===== config.mk =====
export PLATFORM = sky130hd
export DESIGN_NAME = mk_loader_top
export DESIGN_NICKNAME = d
export VERILOG_FILES = /design/src/design/mk_loader_pkg.sv /design/src/design/half_buffer.sv /design/src/design/lane_router.sv /design/src/design/mk_loader_top.sv /design/src/design/ring_pointer.sv /design/src/design/word_emitter.sv
export VERILOG_INCLUDE_DIRS = /design/src /design/src/design
export SDC_FILE = /design/constraint.sdc
export NUM_CORES = 1
export LEC_CHECK = 0
export BUFFER_PORTS_ARGS = -buffer_cell sky130_fd_sc_hd__buf_4
export CORE_ASPECT_RATIO = 0.8
export CORE_MARGIN = 4
export CORE_UTILIZATION = 40
export DETAILED_ROUTE_END_ITERATION = 10
export HOLD_SLACK_MARGIN = 0.06
export PLACE_DENSITY = 0.68
export SLEW_MARGIN = 10
export SYNTH_ARGS = -nofsm -noshare
export SYNTH_HDL_FRONTEND = slang
export SYNTH_SLANG_ARGS = --single-unit

===== constraint.sdc =====
create_clock -name clk -period 5.97 [get_ports clk]
set_input_delay 0 -clock clk [delete_from_list [all_inputs] [get_ports clk]]
set_output_delay 0 -clock clk [all_outputs]
set_load 0.01 [all_outputs]

===== src/design/loader_cfg.svh =====
`ifndef LOADER_CFG_SVH
`define LOADER_CFG_SVH

// lanes per staging half, one FIFO word
`define LD_NUM_PES 8

// destination and lane index width
`define LD_LOG2_PES 3

// row groups per block
`define LD_NUM_PEGS 8

// row tag width
`define LD_LOG2_PEGS 3

// element width
`define LD_DATA_W 8

`endif


===== src/design/mk_loader_pkg.sv =====
`default_nettype none

`include "loader_cfg.svh"

package mk_loader_pkg;

    // one lane of a staging half
    typedef struct packed {
        logic [`LD_DATA_W-1:0]    data;
        logic [`LD_LOG2_PES-1:0]  dest;
        logic [`LD_LOG2_PEGS-1:0] vn;
    } lane_t;

    typedef lane_t [`LD_NUM_PES-1:0] half_t;

    // one compressed row group, len counts valid elements from index 0
    typedef struct packed {
        logic [`LD_NUM_PES-1:0][`LD_DATA_W-1:0]   data;
        logic [`LD_NUM_PES-1:0][`LD_LOG2_PES-1:0] dest;
        logic [`LD_LOG2_PES:0]                    len;
        logic [`LD_LOG2_PEGS-1:0]                 vn;
        logic                                     last_row;
        logic                                     last_block;
    } group_t;

    typedef struct packed {
        logic                    write;
        logic                    fill;
        logic [`LD_LOG2_PES-1:0] src;
    } slot_t;

    typedef slot_t [2*`LD_NUM_PES-1:0] slot_ctl_t;

    typedef struct packed {
        logic first_valid;
        logic first_half;
        logic second_valid;
        logic block_end;
        logic last_block;
    } emit_req_t;

    typedef struct packed {
        half_t lanes;
        logic  block_end;
        logic  last_block;
    } fifo_word_t;

endpackage

`default_nettype wire


===== src/design/half_buffer.sv =====
`timescale 1ns/1ps
`default_nettype none

`include "loader_cfg.svh"

module half_buffer (
    input  logic                   clk,
    input  logic                   rst,
    input  mk_loader_pkg::half_t   lanes_in,
    input  logic [`LD_NUM_PES-1:0] write,
    input  logic [`LD_NUM_PES-1:0] fill,
    output mk_loader_pkg::half_t   lanes
);

    localparam int N = `LD_NUM_PES;

    logic [N-1:0] load;

    // element or fill, both come in through lanes_in
    assign load = write | fill;

    always_ff @(posedge clk) begin
        if (rst) begin
            lanes <= '0;
        end else begin
            for (int i = 0; i < N; i++) begin
                if (load[i]) begin
                    lanes[i] <= lanes_in[i];
                end
            end
        end
    end

    assert property (@(posedge clk) disable iff (rst) (write & fill) == '0)
        else $error("lane both written and filled: write=%b fill=%b", write, fill);

endmodule

`default_nettype wire


===== src/design/lane_router.sv =====
`timescale 1ns/1ps
`default_nettype none

`include "loader_cfg.svh"

module lane_router (
    input  mk_loader_pkg::group_t    group,
    input  mk_loader_pkg::slot_ctl_t slot_ctl,
    output mk_loader_pkg::half_t     lanes_lo,
    output mk_loader_pkg::half_t     lanes_hi,
    output logic [`LD_NUM_PES-1:0]   write_lo,
    output logic [`LD_NUM_PES-1:0]   write_hi,
    output logic [`LD_NUM_PES-1:0]   fill_lo,
    output logic [`LD_NUM_PES-1:0]   fill_hi
);

    localparam int N = `LD_NUM_PES;

    mk_loader_pkg::lane_t [2*N-1:0] ring;
    logic [2*N-1:0]                 ring_write;
    logic [2*N-1:0]                 ring_fill;

    always_comb begin
        for (int s = 0; s < 2 * N; s++) begin
            if (slot_ctl[s].fill) begin
                // fill lane, dest all ones marks it empty downstream
                ring[s].data = '0;
                ring[s].dest = '1;
            end else begin
                ring[s].data = group.data[slot_ctl[s].src];
                ring[s].dest = group.dest[slot_ctl[s].src];
            end
            ring[s].vn    = group.vn;
            ring_write[s] = slot_ctl[s].write;
            ring_fill[s]  = slot_ctl[s].fill;
        end
    end

    // lower slots form half 0
    assign lanes_lo = ring[N-1:0];
    assign lanes_hi = ring[2*N-1:N];
    assign write_lo = ring_write[N-1:0];
    assign write_hi = ring_write[2*N-1:N];
    assign fill_lo  = ring_fill[N-1:0];
    assign fill_hi  = ring_fill[2*N-1:N];

endmodule

`default_nettype wire


===== src/design/mk_loader_top.sv =====
`timescale 1ns/1ps
`default_nettype none

`include "loader_cfg.svh"

module mk_loader_top (
    input  logic                      clk,
    input  logic                      rst,
    input  logic                      group_valid,
    input  mk_loader_pkg::group_t     group,
    output mk_loader_pkg::fifo_word_t word,
    output logic                      wr_en,
    output logic                      busy
);

    mk_loader_pkg::slot_ctl_t slot_ctl;
    mk_loader_pkg::emit_req_t emit_req;
    mk_loader_pkg::half_t     lanes_lo;
    mk_loader_pkg::half_t     lanes_hi;
    mk_loader_pkg::half_t     half_lo;
    mk_loader_pkg::half_t     half_hi;
    logic [`LD_NUM_PES-1:0]   write_lo;
    logic [`LD_NUM_PES-1:0]   write_hi;
    logic [`LD_NUM_PES-1:0]   fill_lo;
    logic [`LD_NUM_PES-1:0]   fill_hi;

    ring_pointer ring_pointer_inst (
        .clk         (clk),
        .rst         (rst),
        .group_valid (group_valid),
        .group       (group),
        .slot_ctl    (slot_ctl),
        .emit_req    (emit_req),
        .busy        (busy)
    );

    lane_router lane_router_inst (
        .group    (group),
        .slot_ctl (slot_ctl),
        .lanes_lo (lanes_lo),
        .lanes_hi (lanes_hi),
        .write_lo (write_lo),
        .write_hi (write_hi),
        .fill_lo  (fill_lo),
        .fill_hi  (fill_hi)
    );

    // ring slots 0 .. NUM_PES-1
    half_buffer half_lo_inst (
        .clk      (clk),
        .rst      (rst),
        .lanes_in (lanes_lo),
        .write    (write_lo),
        .fill     (fill_lo),
        .lanes    (half_lo)
    );

    half_buffer half_hi_inst (
        .clk      (clk),
        .rst      (rst),
        .lanes_in (lanes_hi),
        .write    (write_hi),
        .fill     (fill_hi),
        .lanes    (half_hi)
    );

    word_emitter word_emitter_inst (
        .clk      (clk),
        .rst      (rst),
        .emit_req (emit_req),
        .half_lo  (half_lo),
        .half_hi  (half_hi),
        .word     (word),
        .wr_en    (wr_en)
    );

endmodule

`default_nettype wire


===== src/design/ring_pointer.sv =====
`timescale 1ns/1ps
`default_nettype none

`include "loader_cfg.svh"

module ring_pointer (
    input  logic                     clk,
    input  logic                     rst,
    input  logic                     group_valid,
    input  mk_loader_pkg::group_t    group,
    output mk_loader_pkg::slot_ctl_t slot_ctl,
    output mk_loader_pkg::emit_req_t emit_req,
    output logic                     busy
);

    localparam int N  = `LD_NUM_PES;
    localparam int PW = `LD_LOG2_PES;

    logic [PW:0]              ptr;
    logic [PW:0]              ptr_next;
    logic                     cur_half;
    logic [PW+1:0]            pos_ext;
    logic [PW+1:0]            fill_end;
    logic [PW+1:0]            pad_end;
    logic                     crossing;
    logic                     half_done;
    mk_loader_pkg::emit_req_t req_next;

    assign cur_half  = ptr[PW];
    assign pos_ext   = {2'b00, ptr[PW-1:0]};
    assign fill_end  = pos_ext + {1'b0, group.len};
    assign half_done = fill_end >= (PW + 2)'(N);
    assign crossing  = fill_end > (PW + 2)'(N);
    // pad up to the end of the half holding the last element
    assign pad_end   = crossing ? (PW + 2)'(2 * N) - pos_ext : (PW + 2)'(N) - pos_ext;

    for (genvar s = 0; s < 2 * N; s++) begin : g_slot
        logic [PW:0] offset;

        // distance from the pointer, wraps around the ring
        assign offset = (PW + 1)'(s) - ptr;
        assign slot_ctl[s].write = group_valid && (offset < group.len);
        assign slot_ctl[s].fill  = group_valid && group.last_row &&
                                   (offset >= group.len) && ({1'b0, offset} < pad_end);
        assign slot_ctl[s].src   = offset[PW-1:0];
    end

    always_comb begin
        req_next = '0;
        ptr_next = ptr + group.len;
        req_next.first_half = cur_half;
        if (group.last_row) begin
            req_next.first_valid = 1'b1;
            req_next.block_end   = 1'b1;
            req_next.last_block  = group.last_block;
            if (crossing) begin
                req_next.second_valid = 1'b1;
                ptr_next = {cur_half, {PW{1'b0}}};
            end else begin
                ptr_next = {~cur_half, {PW{1'b0}}};
            end
        end else begin
            req_next.first_valid = half_done;
        end
    end

    always_ff @(posedge clk) begin
        if (rst) begin
            ptr      <= '0;
            emit_req <= '0;
            busy     <= 1'b0;
        end else begin
            // high while the emitter flushes the second word
            busy <= emit_req.second_valid;
            if (group_valid) begin
                ptr      <= ptr_next;
                emit_req <= req_next;
            end else begin
                emit_req <= '0;
            end
        end
    end

    assert property (@(posedge clk) disable iff (rst) busy |-> !group_valid)
        else $error("group strobe while busy");

    assert property (@(posedge clk) disable iff (rst) group_valid |-> group.len <= N)
        else $error("group length %0d above lane count", group.len);

endmodule

`default_nettype wire


===== src/design/word_emitter.sv =====
`timescale 1ns/1ps
`default_nettype none

module word_emitter (
    input  logic                      clk,
    input  logic                      rst,
    input  mk_loader_pkg::emit_req_t  emit_req,
    input  mk_loader_pkg::half_t      half_lo,
    input  mk_loader_pkg::half_t      half_hi,
    output mk_loader_pkg::fifo_word_t word,
    output logic                      wr_en
);

    mk_loader_pkg::half_t      word_lanes;
    logic                      word_block_end;
    logic                      word_last_block;
    mk_loader_pkg::fifo_word_t pend_word;
    logic                      pend_valid;

    always_ff @(posedge clk) begin
        if (rst) begin
            wr_en           <= 1'b0;
            pend_valid      <= 1'b0;
            word_block_end  <= 1'b0;
            word_last_block <= 1'b0;
        end else if (pend_valid) begin
            // second word of a crossing block end
            wr_en           <= 1'b1;
            pend_valid      <= 1'b0;
            word_block_end  <= pend_word.block_end;
            word_last_block <= pend_word.last_block;
        end else begin
            wr_en      <= emit_req.first_valid;
            pend_valid <= emit_req.second_valid;
            // flags only when this is the final word of the request
            word_block_end  <= emit_req.first_valid && !emit_req.second_valid &&
                               emit_req.block_end;
            word_last_block <= emit_req.first_valid && !emit_req.second_valid &&
                               emit_req.last_block;
        end
    end

    always_ff @(posedge clk) begin
        if (pend_valid) begin
            word_lanes <= pend_word.lanes;
        end else if (emit_req.first_valid) begin
            word_lanes <= emit_req.first_half ? half_hi : half_lo;
        end
        if (emit_req.second_valid) begin
            pend_word.lanes      <= emit_req.first_half ? half_lo : half_hi;
            pend_word.block_end  <= emit_req.block_end;
            pend_word.last_block <= emit_req.last_block;
        end
    end

    assign word = '{lanes: word_lanes, block_end: word_block_end, last_block: word_last_block};

    assert property (@(posedge clk) disable iff (rst) pend_valid |-> !emit_req.first_valid)
        else $error("emit request while second word pending");

endmodule

`default_nettype wire

==> summary.md <==
- **outcome** finished, final reports clean
- **final cell area excluding filler cells** 27800 um^2
- **TritonCTS clock tree** yes
- **final antenna-violating net count** 0
- **RSZ-0062 raised after global routing** no
- **Layout Skew** 0.0228 ns
- **routed wirelength normalized by instance count** 22.8 um
- **Critical Path Fanout Max** 51
- **largest family of logic cells by synthesized area** multiplexers
- **mux cell area share after synthesis** 23.2%
- **distinct cell type count of the synthesized netlist** 72
- **mean area per synthesized cell** 10.9 um^2
- **number of port buffers** 215
- **crit start category** flop
- **horizontal die dimension** 282 um
- **routed vias/inst** 5.71
- **power density of the placed cells** 309 nW/um^2
- **CTS buffer count** 49
- **final critical delay including setup and external delays** 4.16 ns
- **Synth async-reset ratio** 0%
- **Post-Syn Area** 23900 um^2
- **starting density of the core** 40.8%
- **final-layout setup total negative slack** 0 ns
- **share of synthesized area occupied by flip-flops and latches** 48.3%
- **max cap viols** 0
- **number of antenna violations at the first check in global routing** 5
- **Core Footprint** 58700 um^2
- **leakage power total** 0.0105 uW
- **Fill cells** 5341
- **first-pass GRT wire length** 108000 um
- **hold-critical path depth** 6
- **Max-Slew Margin vs Limit** 25.1%
- **signal arrival time at the worst endpoint** 4.58 ns
- **most frequent cells after synthesis** sky130_fd_sc_hd__nand2_1, sky130_fd_sc_hd__dfxtp_1, sky130_fd_sc_hd__mux2i_1
- **Std-Cell Rows** 79
- **category of the critical setup timing path** reg2reg
- **final routed wirelength across all metal layers** 72300 um
- **growth of design area from synthesis to finish** 16.1%
- **beginning of the worst register-to-register path** ring_pointer_inst.ptr[1]
- **final hold violation count** 0
- **worst hold-check path type** in2reg
- **area occupied by multi-input gates** 11600 um^2
- **xor-xnor portion of the synthesized cell area** 0.439%
- **clk sink count** 464
- **kind of end point of the critical path** flop
- **flip-flop and latch count after synthesis** 464
- **maximum clock insertion buffer count** 3
- **clk slew on worst S/H paths** 0.06 ns
- **worst path required time** 6.39 ns
- **number of remaining DRC errors** 0
- **count of routing violations after the opening detailed-route iteration** 1517
- **cell type contributing the most total cell area after synthesis** sky130_fd_sc_hd__edfxtp_1
- **R2R cell count** 11
- **flop2flop setup slack** 1.81 ns
- **detailed placer's ending HPWL** 53200 um
- **fraction of post-synthesis cell area in the top cell type by area** 28.4%
- **Clock Latency Late Sink** 0.60 ns
- **Pre-antenna DRT Iters** 5
- **area after detailed placement** 26100 um^2
- **cell total after placement** 3068
- **total congestion overflow after global routing** 0
- **yosys synthesis warning count** 0
- **pin count of the biggest net entering global routing** 144
- **storage element area** 11600 um^2
- **synthesized instance count** 2205
- **destination of the worst register-to-register timing path** half_hi_inst.lanes[84]
- **post-synthesis compound-gate area fraction** 10.8%
- **maximum ir drop on the vdd rail** 0.000205 V
- **overall power of the completed layout** 8600 uW
- **clock root buffer master** sky130_fd_sc_hd__clkbuf_16
- **number of endpoints failing setup at the final stage** 0
- **Period Utilization, post-route** 69.6%
- **number of hold buffers added after CTS** 14
- **Vert. Die Dim** 227 um
- **overall via count from detail_route** 18100
- **leading register cell type out of synthesis** sky130_fd_sc_hd__dfxtp_1
- **vias in the first global route** 17400
- **number of nets in the finished design** 2514
- **Hold Path Origin** group[78]
- **hold path endpoint** half_lo_inst.lanes[25]
- **Die ar.** 63800 um^2
- **# resized after CTS** 0
- **fraction of layout cells with a size suffix above 1** 22.7%
- **overall track demand over capacity in global routing** 22.2%
- **total number of H-tree levels** 2
- **final RePlAce weighted congestion** 0.945
- **number of enable-type register cells in the synthesized netlist** 226
- **most frequent cell after synthesis** sky130_fd_sc_hd__nand2_1
- **Hold Worst Slack** 0.0848 ns
- **area share of and/or/nand/nor cells after synthesis** 11.4%
- **fin cells** 3175
- **Setup Buffers After CTS** 0
- **Max Clock Freq** 241 MHz
- **slew at the pin closest to its max-slew limit** 1.12 ns
- **share of synthesized cell area in full adder, half adder and majority cells** 2.68%
- **max-slew violations** 0
- **Net Count, Synth** 2355
- **leading cell types by total area after synthesis** sky130_fd_sc_hd__edfxtp_1, sky130_fd_sc_hd__dfxtp_1, sky130_fd_sc_hd__mux2i_1
- **# IOs** 216
kinds of logic after synthesis:
kind of cell,Yosys count
AO/OA/AOI/OAI,389
flip-flops,464
adder cells (fa/ha/maj),50
multiplexers,431
buffers and inverters,179
AND/OR/NAND/NOR,680
XOR/XNOR,12
placed cells by master (no fill, tap or decap), types with 7 or more instances in the layout:
| cell | Yosys | final |
|---|---|---|
| sky130_fd_sc_hd__o21ai_0 | 126 | 126 |
| sky130_fd_sc_hd__a311oi_2 | 7 | 7 |
| sky130_fd_sc_hd__a31oi_1 | 12 | 12 |
| sky130_fd_sc_hd__dfxtp_1 | 238 | 233 |
| sky130_fd_sc_hd__dlygate4sd3_1 | 0 | 14 |
| sky130_fd_sc_hd__buf_4 | 3 | 241 |
| sky130_fd_sc_hd__a311oi_1 | 59 | 59 |
| sky130_fd_sc_hd__nor3_1 | 27 | 27 |
| sky130_fd_sc_hd__mux2i_1 | 231 | 231 |
| sky130_fd_sc_hd__clkbuf_16 | 0 | 51 |
| sky130_fd_sc_hd__nand3_1 | 11 | 11 |
| sky130_fd_sc_hd__nor2_1 | 184 | 184 |
| sky130_fd_sc_hd__a21oi_1 | 84 | 83 |
| sky130_fd_sc_hd__mux2_2 | 112 | 112 |
| sky130_fd_sc_hd__and2_1 | 9 | 9 |
| sky130_fd_sc_hd__a211oi_1 | 27 | 27 |
| sky130_fd_sc_hd__inv_1 | 26 | 26 |
| sky130_fd_sc_hd__mux4_2 | 88 | 88 |
| sky130_fd_sc_hd__nand2_1 | 415 | 415 |
| sky130_fd_sc_hd__xnor2_1 | 10 | 10 |
| sky130_fd_sc_hd__nand2b_1 | 15 | 15 |
| sky130_fd_sc_hd__clkbuf_1 | 106 | 19 |
| sky130_fd_sc_hd__edfxtp_1 | 226 | 226 |
| sky130_fd_sc_hd__a21o_1 | 25 | 25 |
| sky130_fd_sc_hd__ha_1 | 48 | 47 |
| sky130_fd_sc_hd__o211ai_1 | 7 | 7 |
state kept, by name, indices dropped and copies added (netlist names):
name	flops
word_emitter_inst.word	112
half_lo_inst.lanes	112
ring_pointer_inst.busy	1
ring_pointer_inst.emit_req	5
word_emitter_inst.pend_valid	1
word_emitter_inst.word_last_block	1
word_emitter_inst.word_block_end	1
ring_pointer_inst.ptr	4
word_emitter_inst.wr_en	1
word_emitter_inst.pend_word	114
half_hi_inst.lanes	112
cell type report:
class / count / area share, %
diodes: 2 / 0.0180
clock buffers: 75 / 5.09
clock inverters: 16 / 0.437
inverters: 30 / 0.405
multi-input cells: 1562 / 41.8
flip-flops and latches: 464 / 41.6
well taps: 769 / 3.46
repair buffers: 257 / 7.16
metrics by stage:
step / setup WS, ns / utilization, %
floorplan: 1.16 / -
global placement: 2.01 / 44.5
detailed placement: 1.95 / 44.5
CTS: 1.93 / 47.3
global route: 1.59 / 47.3
finish: 1.81 / 47.4
how the worst max path moves through the flow:
stage                                   from                     end  slack, ns  depth (start not counted)
global placement    ring_pointer_inst.ptr[1]  half_hi_inst.lanes[85]       2.01                         11
detailed placement  ring_pointer_inst.ptr[1]  half_hi_inst.lanes[84]       1.95                         11
CTS                 ring_pointer_inst.ptr[1]  half_hi_inst.lanes[84]       1.93                         11
floorplan           ring_pointer_inst.ptr[1]  half_hi_inst.lanes[28]       1.16                         16
global route        ring_pointer_inst.ptr[1]  half_hi_inst.lanes[85]       1.59                         11
finish              ring_pointer_inst.ptr[1]  half_hi_inst.lanes[84]       1.81                         11
worst max-delay path, cell delays in order (launching register included):
cell	delay (ns)
sky130_fd_sc_hd__dfxtp_2	0.33
sky130_fd_sc_hd__buf_4	0.58
sky130_fd_sc_hd__ha_1	0.34
sky130_fd_sc_hd__xor2_1	0.17
sky130_fd_sc_hd__buf_4	0.33
sky130_fd_sc_hd__inv_1	0.44
sky130_fd_sc_hd__ha_1	0.46
sky130_fd_sc_hd__a21o_1	0.14
sky130_fd_sc_hd__a21oi_1	0.09
sky130_fd_sc_hd__a211oi_1	0.59
sky130_fd_sc_hd__a21oi_1	0.31
sky130_fd_sc_hd__mux2i_1	0.19
routing by layer:
metal	share of wire, %	global-route usage (%)	up-vias
met3	9.9	6.66	115
met5	0.044	0	-
met4	3.0	6.93	4
met2	43	33.0	787
li1	-	-	8392
met1	44	31.3	8838
where the power goes:
| group | leakage [uW] | total (uW) | internal (uW) | switching, uW |
|---|---|---|---|---|
| combinational | 0.00560 | 1800 | 711 | 1080 |
| clock | 0.000755 | 2950 | 1650 | 1300 |
| sequential | 0.00410 | 3860 | 3670 | 188 |
Note: power is estimated with default switching activity, not from simulation.
